$ cat config.mk
export PLATFORM = sky130hd
export DESIGN_NAME = gem_sync_top
export DESIGN_NICKNAME = d
export VERILOG_FILES = /design/src/verilog/gem_sync_pkg.sv /design/src/verilog/gem_sync_top.sv /design/src/verilog/gem_sync_mon.sv /design/src/verilog/gem_fiber_align.sv /design/src/verilog/gem_frame_decoder.sv
export SDC_FILE = /design/constraint.sdc
export NUM_CORES = 1
export LEC_CHECK = 0
export ABC_AREA = 1
export BUFFER_PORTS_ARGS = -buffer_cell sky130_fd_sc_hd__buf_2
export CAP_MARGIN = 40
export CORE_MARGIN = 4
export CORE_UTILIZATION = 61
export DETAILED_ROUTE_END_ITERATION = 12
export MAX_ROUTING_LAYER = met4
export PLACE_DENSITY = 0.89
export SLEW_MARGIN = 20
export SYNTH_ARGS = -nofsm -noshare
export SYNTH_HDL_FRONTEND = slang
export SYNTH_SLANG_ARGS = --single-unit
$ cat constraint.sdc
create_clock -name clock -period 2.1 [get_ports clock]
set_input_delay 0.21 -clock clock [delete_from_list [all_inputs] [get_ports clock]]
set_output_delay 0.21 -clock clock [all_outputs]
set_load 0.005 [all_outputs]
$ cat src/verilog/gem_sync_pkg.sv
package gem_sync_pkg;

  // two chambers (a, b), two optical fibers each
  localparam int NUM_FIBERS = 4;

  typedef logic [7:0] kchar_t;       // 8b/10b control character
  typedef logic [1:0] fiber_delay_t; // extra deskew clocks, 0 to 3

  // --------------------------------------------------
  // control characters
  // --------------------------------------------------

  // frame separators in cycle order, one per bunch crossing
  localparam kchar_t K_BC = 8'hBC;
  localparam kchar_t K_F7 = 8'hF7;
  localparam kchar_t K_FB = 8'hFB;
  localparam kchar_t K_FD = 8'hFD;

  // markers sent in place of the expected separator
  localparam kchar_t K_OVERFLOW = 8'hFC; // more clusters than fit in the frame
  localparam kchar_t K_BC0      = 8'h1C; // bunch crossing zero
  localparam kchar_t K_RESYNC   = 8'h3C; // optohybrid resync

  // --------------------------------------------------
  // per-fiber frame and monitor status
  // --------------------------------------------------

  typedef struct packed {
    kchar_t kchar;     // last byte seen on the fiber
    logic   valid;     // control character on a locked link
    logic   overflow;
    logic   bc0;
    logic   resync;
    logic   link_good; // enough k-chars in a row
  } gem_frame_t;

  typedef struct packed {
    logic a_synced;   // fibers of chamber a agree
    logic b_synced;   // fibers of chamber b agree
    logic s_synced;   // both chambers agree
    logic a_lostsync; // sticky copies
    logic b_lostsync;
    logic s_lostsync;
  } sync_status_t;

  // all synced, nothing lost
  localparam sync_status_t STATUS_RESET = 6'b111_000;

endpackage
$ cat src/verilog/gem_sync_top.sv
`timescale 1ns/10ps

module gem_sync_top #(
  parameter int LOCK_COUNT = 8 // passed to every frame decoder
) (
  input  logic clock,
  input  logic reset,
  input  logic clk_lock,
  input  logic ttc_resync,
  input  gem_sync_pkg::kchar_t       [gem_sync_pkg::NUM_FIBERS-1:0] rx_data,
  input  logic                       [gem_sync_pkg::NUM_FIBERS-1:0] rx_charisk,
  input  logic                       [gem_sync_pkg::NUM_FIBERS-1:0] fiber_enable,
  input  gem_sync_pkg::fiber_delay_t [gem_sync_pkg::NUM_FIBERS-1:0] fiber_delay,
  output gem_sync_pkg::sync_status_t status
);

  gem_sync_pkg::gem_frame_t [gem_sync_pkg::NUM_FIBERS-1:0] frame_dec; // decoder outputs
  gem_sync_pkg::gem_frame_t [gem_sync_pkg::NUM_FIBERS-1:0] frame_aln; // deskewed frames

  // --------------------------------------------------
  // one decoder per fiber
  // --------------------------------------------------

  for (genvar i = 0; i < gem_sync_pkg::NUM_FIBERS; i++) begin : g_decoder
    gem_frame_decoder #(
      .LOCK_COUNT (LOCK_COUNT)
    ) u_decoder (
      .clock      (clock),
      .reset      (reset),
      .rx_data    (rx_data[i]),
      .rx_charisk (rx_charisk[i]),
      .frame      (frame_dec[i])
    );
  end

  // --------------------------------------------------
  // deskew and monitor
  // --------------------------------------------------

  gem_fiber_align u_align (
    .clock       (clock),
    .reset       (reset),
    .frame_in    (frame_dec),
    .fiber_delay (fiber_delay),
    .frame_out   (frame_aln)
  );

  gem_sync_mon u_mon (
    .clock        (clock),
    .reset        (reset),
    .clk_lock     (clk_lock),
    .ttc_resync   (ttc_resync),
    .frame        (frame_aln),
    .fiber_enable (fiber_enable),
    .status       (status)
  );

endmodule

$ cat src/verilog/gem_sync_mon.sv
`timescale 1ns/10ps

module gem_sync_mon (
  input  logic clock,
  input  logic reset,
  input  logic clk_lock,   // low while the bunch clock is not locked
  input  logic ttc_resync, // clears the sticky flags
  input  gem_sync_pkg::gem_frame_t [gem_sync_pkg::NUM_FIBERS-1:0] frame,
  input  logic [3:0]                  fiber_enable,
  output gem_sync_pkg::sync_status_t  status
);

  logic clear;

  logic                 [gem_sync_pkg::NUM_FIBERS-1:0] marker;  // fc, 1c or 3c on the fiber
  logic                 [gem_sync_pkg::NUM_FIBERS-1:0] is_sep;  // valid separator this clock
  logic                 [gem_sync_pkg::NUM_FIBERS-1:0] sep_err; // separator out of cycle
  logic                 [gem_sync_pkg::NUM_FIBERS-1:0] seeded;  // prediction has locked on
  gem_sync_pkg::kchar_t sep_next  [gem_sync_pkg::NUM_FIBERS];   // predicted separator
  gem_sync_pkg::kchar_t frame_sep [gem_sync_pkg::NUM_FIBERS];   // separator used to advance

  logic [1:0] skip_check;   // per chamber
  logic [1:0] chamber_sync; // per chamber
  logic       super_sync;

  // true for the four frame separators only
  function automatic logic in_table(input gem_sync_pkg::kchar_t k);
    return (k == gem_sync_pkg::K_BC) || (k == gem_sync_pkg::K_F7) ||
           (k == gem_sync_pkg::K_FB) || (k == gem_sync_pkg::K_FD);
  endfunction

  // next separator in the bc, f7, fb, fd cycle
  function automatic gem_sync_pkg::kchar_t sep_succ(input gem_sync_pkg::kchar_t k);
    case (k)
      gem_sync_pkg::K_BC: return gem_sync_pkg::K_F7;
      gem_sync_pkg::K_F7: return gem_sync_pkg::K_FB;
      gem_sync_pkg::K_FB: return gem_sync_pkg::K_FD;
      default:            return gem_sync_pkg::K_BC; // after fd
    endcase
  endfunction

  // --------------------------------------------------
  // internal clear
  // --------------------------------------------------

  // any of these restarts the monitor state
  assign clear = reset || !clk_lock || ttc_resync;

  // --------------------------------------------------
  // separator cycle
  // --------------------------------------------------

  always_comb begin
    for (int i = 0; i < gem_sync_pkg::NUM_FIBERS; i++) begin
      marker[i] = frame[i].overflow || frame[i].bc0 || frame[i].resync;
      is_sep[i] = frame[i].valid && in_table(frame[i].kchar); // markers are never in the table
      // markers and unknown chars stand in for the expected separator,
      // so one bad frame does not throw the cycle off for good
      frame_sep[i] = is_sep[i] ? frame[i].kchar : sep_next[i];
      sep_err[i]   = seeded[i] && is_sep[i] && (frame[i].kchar != sep_next[i]);
    end
  end

  always_ff @(posedge clock) begin
    for (int i = 0; i < gem_sync_pkg::NUM_FIBERS; i++) begin
      if (clear) begin
        seeded[i]   <= 1'b0;
        sep_next[i] <= gem_sync_pkg::K_BC;
      end else if (seeded[i] || is_sep[i]) begin // first separator seeds, unchecked
        seeded[i]   <= 1'b1;
        sep_next[i] <= sep_succ(frame_sep[i]);
      end
    end
  end

  // --------------------------------------------------
  // sync checks
  // --------------------------------------------------

  // chamber c owns fibers 2c and 2c+1
  always_comb begin
    for (int c = 0; c < 2; c++) begin
      skip_check[c] = marker[2*c] || marker[2*c+1] ||
                      !(frame[2*c].link_good && frame[2*c+1].link_good) ||
                      !(&fiber_enable[2*c +: 2]);
      chamber_sync[c] = skip_check[c] ||
                        (!sep_err[2*c] && !sep_err[2*c+1] &&
                         (frame[2*c].kchar == frame[2*c+1].kchar));
    end
  end

  // fiber 0 stands for chamber a, fiber 2 for chamber b
  assign super_sync = ((frame[0].kchar == frame[2].kchar) && (&chamber_sync)) || (|marker);

  // --------------------------------------------------
  // sticky flags
  // --------------------------------------------------

  always_ff @(posedge clock) begin
    if (clear) begin
      status <= gem_sync_pkg::STATUS_RESET;
    end else begin
      status.a_synced   <= chamber_sync[0];
      status.b_synced   <= chamber_sync[1];
      status.s_synced   <= super_sync;
      status.a_lostsync <= status.a_lostsync | ~chamber_sync[0];
      status.b_lostsync <= status.b_lostsync | ~chamber_sync[1];
      status.s_lostsync <= status.s_lostsync | ~status.s_synced; // one clock behind s_synced
    end
  end

endmodule

$ cat src/verilog/gem_fiber_align.sv
`timescale 1ns/10ps

module gem_fiber_align (
  input  logic clock,
  input  logic reset,
  input  gem_sync_pkg::gem_frame_t   [gem_sync_pkg::NUM_FIBERS-1:0] frame_in,
  input  gem_sync_pkg::fiber_delay_t [gem_sync_pkg::NUM_FIBERS-1:0] fiber_delay,
  output gem_sync_pkg::gem_frame_t   [gem_sync_pkg::NUM_FIBERS-1:0] frame_out
);

  // one stage per possible delay value, tap 0 is the plain register
  localparam int DEPTH = 4;

  // per-fiber shift chain, index 0 is the newest frame
  gem_sync_pkg::gem_frame_t [DEPTH-1:0] chain [gem_sync_pkg::NUM_FIBERS];

  // --------------------------------------------------
  // delay chains
  // --------------------------------------------------

  always_ff @(posedge clock) begin
    if (reset) begin
      for (int i = 0; i < gem_sync_pkg::NUM_FIBERS; i++) begin
        chain[i] <= '0; // valid and link_good low downstream
      end
    end else begin
      for (int i = 0; i < gem_sync_pkg::NUM_FIBERS; i++) begin
        chain[i][0] <= frame_in[i];
        for (int d = 1; d < DEPTH; d++) begin
          chain[i][d] <= chain[i][d-1]; // shift toward the oldest tap
        end
      end
    end
  end

  // --------------------------------------------------
  // output tap
  // --------------------------------------------------

  // early fibers take a later tap so all fibers line up at the monitor
  // latency is 1 + fiber_delay[i] clocks
  always_comb begin
    for (int i = 0; i < gem_sync_pkg::NUM_FIBERS; i++) begin
      frame_out[i] = chain[i][fiber_delay[i]];
    end
  end

endmodule

$ cat src/verilog/gem_frame_decoder.sv
`timescale 1ns/10ps

module gem_frame_decoder #(
  parameter int LOCK_COUNT = 8 // k-chars in a row before the link counts as good
) (
  input  logic                     clock,
  input  logic                     reset,
  input  gem_sync_pkg::kchar_t     rx_data,    // one byte per bunch clock
  input  logic                     rx_charisk, // byte is a control character
  output gem_sync_pkg::gem_frame_t frame
);

  // counter wide enough to hold LOCK_COUNT itself
  localparam int CNT_W = $clog2(LOCK_COUNT + 1);
  localparam logic [CNT_W-1:0] LOCK_MAX = CNT_W'(LOCK_COUNT);

  logic [CNT_W-1:0] lock_cnt;  // consecutive control characters so far
  logic [CNT_W-1:0] cnt_next;
  logic             lock_next; // link_good for the byte now arriving
  logic             is_overflow;
  logic             is_bc0;
  logic             is_resync;

  // --------------------------------------------------
  // link lock
  // --------------------------------------------------

  // a data byte restarts the count, control chars count up and hold at the top
  always_comb begin
    if (!rx_charisk) begin
      cnt_next = '0;
    end else if (lock_cnt == LOCK_MAX) begin
      cnt_next = lock_cnt;
    end else begin
      cnt_next = lock_cnt + 1'b1;
    end
  end

  assign lock_next = (cnt_next == LOCK_MAX); // drops on the first data byte

  always_ff @(posedge clock) begin
    if (reset) begin
      lock_cnt <= '0;
    end else begin
      lock_cnt <= cnt_next;
    end
  end

  // --------------------------------------------------
  // marker classification
  // --------------------------------------------------

  // a marker needs the k flag, a data byte of the same value is payload
  assign is_overflow = rx_charisk && (rx_data == gem_sync_pkg::K_OVERFLOW);
  assign is_bc0      = rx_charisk && (rx_data == gem_sync_pkg::K_BC0);
  assign is_resync   = rx_charisk && (rx_data == gem_sync_pkg::K_RESYNC);

  // one register stage from rx byte to frame
  always_ff @(posedge clock) begin
    if (reset) begin
      frame <= '0; // invalid, not locked, no markers
    end else begin
      frame.kchar     <= rx_data;
      frame.valid     <= rx_charisk && lock_next;
      frame.overflow  <= is_overflow;
      frame.bc0       <= is_bc0;
      frame.resync    <= is_resync;
      frame.link_good <= lock_next;
    end
  end

endmodule

==> results of run 1 <==
stage by stage:
step	TNS, ps	hold slack (ps)
floorplan	0	282
global placement	-929	390
detailed placement	-1440	393
CTS	0	0.301
global route	-148	14.0
finish	0	9.64
worst max-delay path: cells and delay by family (launching register included):
kind	cells	cell delay, ps
flip-flops	1	340
AO/OA/AOI/OAI	1	100
buffers and inverters	3	310
AND/OR/NAND/NOR	11	1160
final timing paths:
check / to / slack (ps) / cells after the start
worst max-delay path: u_mon.sep_next[2][0] / 50 / 15
worst min register to register: u_align.chain[2][9] / 400 / 2
worst min-delay path: g_decoder[1].u_decoder.lock_cnt[1] / 10 / 2
worst max register to register: u_mon.sep_next[2][0] / 50 / 15
area by class of cell:
type | instances | area (um^2)
inverter | 316 | 1200
clock inverter | 12 | 76.3
timing repair buffer | 191 | 1450
sequential | 302 | 6210
clock buffer | 41 | 873
multi-input combinational | 1142 | 5240
tap | 275 | 344
fill | 1507 | 5570
cell families after synthesis:
| family | Yosys count | synth area share, % |
|---|---|---|
| simple gates | 1050 | 34.7 |
| buf+inv | 378 | 12.4 |
| flops | 302 | 47.9 |
| compound gates | 57 | 2.47 |
| xor+xnor | 25 | 1.69 |
| fa+ha+maj | 8 | 0.773 |
| mux | 1 | 0.0773 |
placed cells by master, fill, tap and decap left out, drive strengths merged, types with 2 or more instances in the layout:
cell type	instances
clkbuf	41
xor2	9
inv	318
dlygate4sd3	40
nand2	502
and3	2
nor4	19
ha	8
o21ai	30
dfxtp	286
xnor2	16
nand3	160
a21oi	17
nand4	26
nor3	15
buf	151
nor2	324
o211ai	3
a21boi	3
clkinv	8
clkinvlp	2
o22ai	2
edfxtp	16
repair_timing:
item	in CTS	in global routing
endpoints found under the setup margin	0	9
resized for setup	0	27
hold endpoints to repair	58	0
setup buffers	0	1
hold buffers	40	0
state kept, by name, summed over array words and instances, names as in the netlist:
name,count
u_align.chain,208
g_decoder.u_decoder.frame,52
g_decoder.u_decoder.lock_cnt,16
u_mon.sep_next,16
u_mon.status,6
u_mon.seeded,4
metal layers:
metal  GRT usage [%]  share of wire [%]  vias up
met2            41.5                 48      385
met4            9.71                3.9        0
met3            3.52                5.6      101
met1            30.2                 43     5146
li1                -                  -     5839
met5               -                  0        -
power breakdown:
| group | switching, mW | leakage [nW] | internal, mW |
|---|---|---|---|
| Clock | 2.17 | 0.471 | 2.91 |
| Sequential | 0.0540 | 2.48 | 5.88 |
| Combinational | 0.627 | 4.17 | 0.408 |
| Total | 2.85 | 7.12 | 9.19 |
==> impl_metrics.env, run 1 <==
export IMPL_cp_slowest_cell="dfxtp_1"
export IMPL_crit_top_cell="nand2_1"
export IMPL_cts_buffer_depth=3
export IMPL_max_slew_margin_pct=61.0
export IMPL_power_mw=12.0
export IMPL_finClkSkew_ps=12.8
export IMPL_slowest_delay_ps=340
export IMPL_hold_path_class="input port to flip-flop"
export IMPL_cts_tree="built"
export IMPL_yosys_top_cells_count="471 x nand2_1, 310 x nor2_1, 300 x inv_1"
export IMPL_clk_latency_ps=540
export IMPL_overflow=0
export IMPL_crit_path_end_kind="flip-flop"
export IMPL_finalCriticalPeriod_ps=2050
export IMPL_antenna_found_initial=0
export IMPL_setup_viol=0
export IMPL_diodes=0
export IMPL_grt_usage_pct=24.7
export IMPL_path_max_fanout=5
export IMPL_arrival_ps=2460
export IMPL_crit_required_ps=2510
export IMPL_area_delta_synth_final_pct=18.8
export IMPL_crit_start="u_align.chain[2][35]"
export IMPL_dp_slack_ps=-210
export IMPL_drc=0
export IMPL_min_delay_start="reset"
export IMPL_synthTopCellsByArea="dfxtp_1 44%, nand2_1 14%, nor2_1 9.0%"
export IMPL_ys_ff_latch=302
export IMPL_portBuffers=57
export IMPL_root_buffer="clkbuf_16"
export IMPL_synthMostInstantiatedCell="nand2_1"
export IMPL_cap_violations=0
export IMPL_coreArea_mm2=0.0210
export IMPL_critical_path_startpoint_type="flip-flop"
export IMPL_power_leakage_nw=7.12
export IMPL_wl_per_cell_um=12.8
export IMPL_synth_top_area_share_pct=44.2
export IMPL_hold_viol=0
export IMPL_synth_seq_area_share_pct=47.9
export IMPL_irDropWorstVdd_mv=0.697
export IMPL_ctsHtreeMaxLevel=1
export IMPL_num_io_pins=58
export IMPL_slew_viol_final=0
export IMPL_nets=2042
export IMPL_yosysWarnings=0
export IMPL_worst_pin_slew_ps=580
export IMPL_numCtsBuffers=29
export IMPL_core_rowCount=53
export IMPL_first_pass_iters=7
export IMPL_fmax_mhz=487
export IMPL_path_clk_slew_ps=60
export IMPL_dpl_cell_count=2184
export IMPL_hpwl_um=18800
export IMPL_fin_crit_sh_pct=97.8
export IMPL_p_per_area_mw_per_mm2=783
export IMPL_clkSinkCount=302
export IMPL_synth_top_cell_by_area="dfxtp_1"
export IMPL_via_per_inst=5.03
export IMPL_initial_core_util_pct=61.8
export IMPL_synth_cell_types=42
export IMPL_finalWirelength_um=29200
export IMPL_synth_top_flop_cell="dfxtp_1"
export IMPL_r2r_start="u_align.chain[2][35]"
export IMPL_syn_avg_cell_area_um2=7.11
export IMPL_die_x_um=154
export IMPL_async_reset_ff_share_pct=0
export IMPL_critical_path_class="flip-flop to flip-flop"
export IMPL_status="finished clean"
export IMPL_grt_max_degree=122
export IMPL_critical_path_cell_chain="nand2_1 > nand3_1 > nand2_2 > inv_2 > nand2_1 > nor2_4 > nand3_4 > buf_4 > nand2_1 > o21ai_0 > nor2_1 > nand2_1 > nand3_1 > nand2_1 > inv_1"
export IMPL_grt_pass1_wl_um=49000
export IMPL_first_iter_violations=721
export IMPL_synth_nets=1881
export IMPL_dpl_cell_area_mm2=0.0139
export IMPL_netlist_area_mm2=0.0129
export IMPL_gp_congestion=0.917
export IMPL_num_vias=11471
export IMPL_die_h_um=154
export IMPL_instances_no_fill=2279
export IMPL_final_area_mm2=0.0154
export IMPL_synth_edf_count=16
export IMPL_ant_nets=0
export IMPL_syn_inst=1821
export IMPL_fp_dieArea_mm2=0.0236
export IMPL_setup_slack_ps=46.8
export IMPL_grt_pass1_vias=11125
export IMPL_final_util_pct=73.4
export IMPL_drive_gt1_share_pct=14.7
(Power assumes the default switching activity.)
==> inputs of run 2 (changes only) <==
--- a/config.mk
+++ b/config.mk
@@ -6,7 +6,7 @@
 export NUM_CORES = 1
 export LEC_CHECK = 0
 export ABC_AREA = 1
-export BUFFER_PORTS_ARGS = -buffer_cell sky130_fd_sc_hd__buf_2
+export BUFFER_PORTS_ARGS = -buffer_cell sky130_fd_sc_hd__buf_4
 export CAP_MARGIN = 40
 export CORE_MARGIN = 4
 export CORE_UTILIZATION = 61
==> impl_metrics.env, run 2 (synthesis gave the netlist of run 1 again) <==
export IMPL_status="finished clean"
export IMPL_sw_frac_of_total_pct=23.6
export IMPL_cts_buffer_depth=3
export IMPL_finalCriticalPeriod_ps=2040
export IMPL_num_io_pins=58
export IMPL_die_h_um=154
export IMPL_path_clk_slew_ps=60
export IMPL_ctsHtreeMaxLevel=1
export IMPL_slew_viol_final=0
export IMPL_diodes=0
export IMPL_finalWirelength_um=29700
export IMPL_slowest_delay_ps=330
export IMPL_initial_core_util_pct=61.8
export IMPL_critical_path_class="flip-flop to flip-flop"
export IMPL_hold_depth=4
export IMPL_grt_pass1_vias=11205
export IMPL_nets=2018
export IMPL_clockPowerShare_pct=44.0
export IMPL_irDropWorstVdd_mv=0.696
export IMPL_cap_violations=0
export IMPL_fin_crit_sh_pct=97.0
export IMPL_fmax_mhz=491
export IMPL_clkSinkCount=302
export IMPL_cp_slowest_cell="dfxtp_1"
export IMPL_clk_latency_ps=550
export IMPL_num_vias=11439
export IMPL_drc=0
export IMPL_dpl_cell_area_mm2=0.0139
export IMPL_final_area_mm2=0.0154
export IMPL_grt_max_degree=136
export IMPL_path_max_fanout=5
export IMPL_switching_power_mw=2.93
export IMPL_area_delta_synth_final_pct=18.9
export IMPL_ant_nets=0
export IMPL_r2r_start="u_align.chain[2][20]"
export IMPL_crit_path_end_kind="flip-flop"
export IMPL_max_slew_margin_pct=51.2
export IMPL_hold_path_class="input port to flip-flop"
export IMPL_num_fill_cells=1514
export IMPL_crit_top_cell="nand2_1"
export IMPL_dpl_cell_count=2159
export IMPL_setup_viol=0
export IMPL_wl_per_cell_um=13.1
export IMPL_regMostFlops="u_align.chain"
export IMPL_antenna_found_initial=0
export IMPL_cts_tree="built"
export IMPL_min_delay_start="fiber_enable[0]"
export IMPL_instances_no_fill=2257
export IMPL_crit_family="simple AND/OR/NAND/NOR gates"
export IMPL_worst_pin_slew_ps=732
export IMPL_rsz0062_at_grt="true"
export IMPL_power_leakage_nw=7.06
export IMPL_portBuffers=57
export IMPL_hpwl_um=19000
export IMPL_min_to="u_mon.status[5]"
export IMPL_core_rowCount=53
export IMPL_numCtsBuffers=30
export IMPL_top_regs="u_align.chain x208, g_decoder.u_decoder.frame x52"
export IMPL_crit_required_ps=2370
export IMPL_pwr_share_seq_pct=47.7
export IMPL_internal_power_mw=9.50
export IMPL_finClkSkew_ps=10.7
export IMPL_largest_reg_flops=208
export IMPL_coreArea_mm2=0.0210
export IMPL_gp_congestion=0.902
export IMPL_hold_ws_ps=70.4
export IMPL_reg2reg_depth=13
export IMPL_r2r_end="u_mon.sep_next[2][2]"
export IMPL_fp_dieArea_mm2=0.0236
export IMPL_critical_path_buf_inv_count=0
export IMPL_final_common_cell="nand2_1"
export IMPL_overflow=0
export IMPL_first_iter_violations=921
export IMPL_grt_pass1_wl_um=50100
export IMPL_critical_path_cell_chain="nand2_1 > nand3_1 > nand2_2 > nand2_1 > nand2_1 > nor2_4 > nand3_4 > nand2_1 > nand2_1 > nor2_1 > nand2_2 > nand2_1 > nand4_1"
export IMPL_p_per_area_mw_per_mm2=807
export IMPL_drive_gt1_share_pct=14.0
export IMPL_rrSetupSlack_ps=60
export IMPL_first_pass_iters=6
export IMPL_grt_usage_pct=25.3
export IMPL_critical_path_startpoint_type="flip-flop"
export IMPL_via_per_inst=5.07
export IMPL_die_x_um=154
export IMPL_layout_common_cells="459 x nand2_1, 307 x nor2_1, 296 x inv_1"
export IMPL_comb_power_share_pct=8.3
export IMPL_root_buffer="clkbuf_16"
export IMPL_hold_viol=0
export IMPL_arrival_ps=2310
-- run 2: worst max path at each step --
stage,cells past startpoint,from,slack [ps],end
3_5_place_dp,15,fiber_delay[6],-120,u_mon.sep_next[3][0]
6_report,13,u_align.chain[2][20],60,u_mon.sep_next[2][2]
5_1_grt,13,u_align.chain[2][30],-100,u_mon.sep_next[2][2]
3_3_place_gp,15,fiber_delay[6],-120,u_mon.sep_next[3][0]
4_1_cts,14,u_align.chain[2][20],30,u_mon.sep_next[2][2]
2_1_floorplan,17,fiber_delay[4],240,u_mon.sep_next[2][3]
-- run 2: cell type report --
| cell class | count | area [um^2] | share of cell area, % |
|---|---|---|---|
| clock buffers | 40 | 882 | 5.73 |
| clock inverters | 16 | 153 | 0.991 |
| inverters | 316 | 1200 | 7.77 |
| multi-input cells | 1143 | 5260 | 34.1 |
| flip-flops and latches | 302 | 6210 | 40.3 |
| well taps | 275 | 344 | 2.23 |
| repair buffers | 165 | 1370 | 8.86 |
-- run 2: power groups by stage --
stage | Sequential (mW) | Combinational, mW | Clock, mW
2_1_floorplan | 6.04 | 0.634 | 0
3_3_place_gp | 6.05 | 0.906 | 0
3_5_place_dp | 6.06 | 0.932 | 0
4_1_cts | 5.93 | 1.00 | 5.51
5_1_grt | 5.94 | 1.15 | 5.76
6_report | 5.93 | 1.03 | 5.46
-- run 2: timing repair --
item	in CTS	in global routing
setup endpoints to repair	0	12
resized for setup	0	32
hold buffers	39	0
endpoints found under the hold margin	61	0
buffers inserted	0	1
-- run 2: routing by layer --
metal	routed length (um)	vias up	global-route usage, %
li1	-	5790	-
met1	12400	5169	31.1
met2	14300	364	42.8
met3	1800	116	3.77
met4	1140	0	8.96
met5	0	-	-
-- run 2: stage by stage --
step                util, %  setup WS (ps)  power [mW]  setup TNS (ps)
floorplan                 -            236        6.67               0
global placement       66.1           -115        6.96            -291
detailed placement     66.1           -115        6.99            -934
CTS                    72.9           31.5        12.4               0
global route           73.5           -101        12.8            -229
finish                 73.5           63.7        12.4               0
-- run 2: worst reg2reg max path, cell delays in order, from the launching register on --
cell and delay [ps]:
dfxtp_1 330, nand2_1 70, nand3_1 100, nand2_2 70
nand2_1 90, nand2_1 120, nor2_4 180, nand3_4 120
nand2_1 80, nand2_1 70, nor2_1 180, nand2_2 120
nand2_1 130, nand4_1 110
==> inputs of run 3 (changes only) <==
--- a/config.mk
+++ b/config.mk
@@ -7,12 +7,12 @@
 export LEC_CHECK = 0
 export ABC_AREA = 1
 export BUFFER_PORTS_ARGS = -buffer_cell sky130_fd_sc_hd__buf_4
-export CAP_MARGIN = 40
+export CAP_MARGIN = 20
 export CORE_MARGIN = 4
-export CORE_UTILIZATION = 61
+export CORE_UTILIZATION = 30
 export DETAILED_ROUTE_END_ITERATION = 12
 export MAX_ROUTING_LAYER = met4
-export PLACE_DENSITY = 0.89
+export PLACE_DENSITY = 0.55
 export SLEW_MARGIN = 20
 export SYNTH_ARGS = -nofsm -noshare
 export SYNTH_HDL_FRONTEND = slang
==> impl_metrics.env, run 3 (synthesis gave the netlist of run 1 again) <==
export IMPL_ctsHtreeMaxLevel=2
export IMPL_ant_nets=0
export IMPL_overflow=0
export IMPL_setup_viol=0
export IMPL_irDropWorstVdd_mv=0.479
export IMPL_wl_per_cell_um=11.1
export IMPL_slew_viol_final=0
export IMPL_crit_path_end_kind="flip-flop"
export IMPL_first_pass_iters=5
export IMPL_regMostFlops="u_align.chain"
export IMPL_nets=2059
export IMPL_initial_core_util_pct=30.6
export IMPL_crit_family="simple AND/OR/NAND/NOR gates"
export IMPL_gp_congestion=0.821
export IMPL_largest_reg_flops=208
export IMPL_fmax_mhz=529
export IMPL_r2r_end="u_mon.sep_next[1][2]"
export IMPL_antenna_found_initial=0
export IMPL_critical_path_buf_inv_count=1
export IMPL_numCtsBuffers=34
export IMPL_critical_path_cell_chain="inv_1 > nand2_1 > nand3_1 > o21ai_1 > nand3_1 > nor2_4 > nand3_4 > nand2_1 > nand2_1 > nor2_1 > nand2_1 > nand2_1 > nand4_1"
export IMPL_hold_viol=0
export IMPL_cts_buffer_depth=3
export IMPL_p_per_area_mw_per_mm2=808
export IMPL_crit_required_ps=2360
export IMPL_root_buffer="clkbuf_16"
export IMPL_cp_slowest_cell="dfxtp_1"
export IMPL_status="finished clean"
export IMPL_coreArea_mm2=0.0423
export IMPL_cts_tree="built"
export IMPL_worst_pin_slew_ps=644
export IMPL_critical_path_class="flip-flop to flip-flop"
export IMPL_critical_path_startpoint_type="flip-flop"
export IMPL_rsz0062_at_grt="false"
export IMPL_first_iter_violations=483
export IMPL_power_mw=13.0
export IMPL_path_max_fanout=10
export IMPL_hpwl_um=20600
export IMPL_num_io_pins=58
export IMPL_drive_gt1_share_pct=14.9
export IMPL_hold_path_class="input port to flip-flop"
export IMPL_min_to="u_align.chain[2][49]"
export IMPL_crit_top_cell="nand2_1"
export IMPL_r2r_start="u_align.chain[1][4]"
export IMPL_finClkSkew_ps=15.7
export IMPL_cap_violations=0
export IMPL_area_delta_synth_final_pct=24.8
export IMPL_path_clk_slew_ps=60
export IMPL_via_per_inst=4.15
export IMPL_hold_depth=2
export IMPL_top_regs="u_align.chain x208, g_decoder.u_decoder.frame x52"
export IMPL_finalWirelength_um=28700
export IMPL_clkSinkCount=302
export IMPL_drc=0
export IMPL_instances_no_fill=2599
export IMPL_min_delay_start="reset"
export IMPL_die_h_um=216
export IMPL_reg2reg_depth=13
export IMPL_final_util_pct=38.2
export IMPL_power_leakage_nw=7.33
export IMPL_grt_max_degree=65
export IMPL_core_rowCount=75
export IMPL_layout_common_cells="466 x nand2_1, 309 x nor2_1, 298 x inv_1"
export IMPL_post_cts_buffers=0
export IMPL_dpl_cell_count=2501
export IMPL_max_slew_margin_pct=57.1
export IMPL_portBuffers=57
export IMPL_fp_dieArea_mm2=0.0466
export IMPL_diodes=0
export IMPL_arrival_ps=2150
export IMPL_rrSetupSlack_ps=210
export IMPL_die_x_um=216
export IMPL_dp_slack_ps=-138
export IMPL_grt_pass1_vias=10212
export IMPL_clk_latency_ps=510
export IMPL_grt_usage_pct=12.7
export IMPL_setup_slack_ps=210
export IMPL_final_common_cell="nand2_1"
export IMPL_fin_crit_sh_pct=90.0
export IMPL_finalCriticalPeriod_ps=1890
export IMPL_slowest_delay_ps=310
export IMPL_grt_pass1_wl_um=49000
export IMPL_num_vias=10795
[run 3: cell count changes in the layout (fill, tap and decap cells not counted), moves of 3 or more]
| cell | change |
|---|---|
| buf_4 | +37 |
| clkbuf_16 | +3 |
| clkbuf_8 | +4 |
| nand2_1 | +7 |
| nand2_2 | -8 |
| nand3_2 | -3 |
[run 3: timing repair]
action | 4_1_cts | 5_1_grt
resized for setup | 0 | 16
endpoints found under the hold margin | 51 | 0
endpoints found under the setup margin | 0 | 8
hold buffers | 39 | 0
[run 3: worst max path at each step]
stage,start,end,cells past startpoint
3_5_place_dp,fiber_delay[2],u_mon.sep_next[1][2],15
5_1_grt,u_align.chain[1][7],u_mon.sep_next[1][0],15
3_3_place_gp,fiber_delay[4],u_mon.sep_next[2][3],15
4_1_cts,u_align.chain[2][10],u_mon.sep_next[2][3],13
6_report,u_align.chain[1][4],u_mon.sep_next[1][2],13
2_1_floorplan,fiber_delay[4],u_mon.sep_next[2][3],17
[run 3: power breakdown]
group	leakage (nW)	internal, mW	switching [mW]
Sequential	2.48	5.88	0.0513
Clock	0.571	3.71	2.35
Combinational	4.28	0.446	0.615
[run 3: area by class of cell]
| type | instances | area [um^2] |
|---|---|---|
| inverters | 316 | 1200 |
| multi-input cells | 1141 | 5200 |
| flip-flops and latches | 302 | 6210 |
| repair buffers | 204 | 1690 |
| clock buffers | 47 | 1000 |
| clock inverters | 12 | 143 |
| fillers | 4413 | 26200 |
| well taps | 577 | 722 |
[run 3: metrics by stage]
stage,setup TNS [ps],hold slack (ps),cell area (um^2)
after floorplan,0,282,12900
after global placement,-696,386,14600
after detailed placement,-1160,385,14600
after CTS,0,58.6,16100
after global routing,0,98.2,16200
final,0,87.4,16200
[run 3: per-layer routing]
layer	vias to the layer above	share of wire (%)	GRT usage, %
met4	0	1.8	3.20
met5	-	0	-
met3	41	3.7	2.17
li1	5857	-	-
met2	121	44	19.8
met1	4776	50	17.2
[run 3: worst register-to-register path, cell delays in order (launching register included)]
cell and delay, ps:
dfxtp_1 310, inv_1 50, nand2_1 60, nand3_1 70, o21ai_1 150, nand3_1 160
nor2_4 150, nand3_4 130, nand2_1 80, nand2_1 50, nor2_1 140, nand2_1 120
nand2_1 90, nand4_1 80
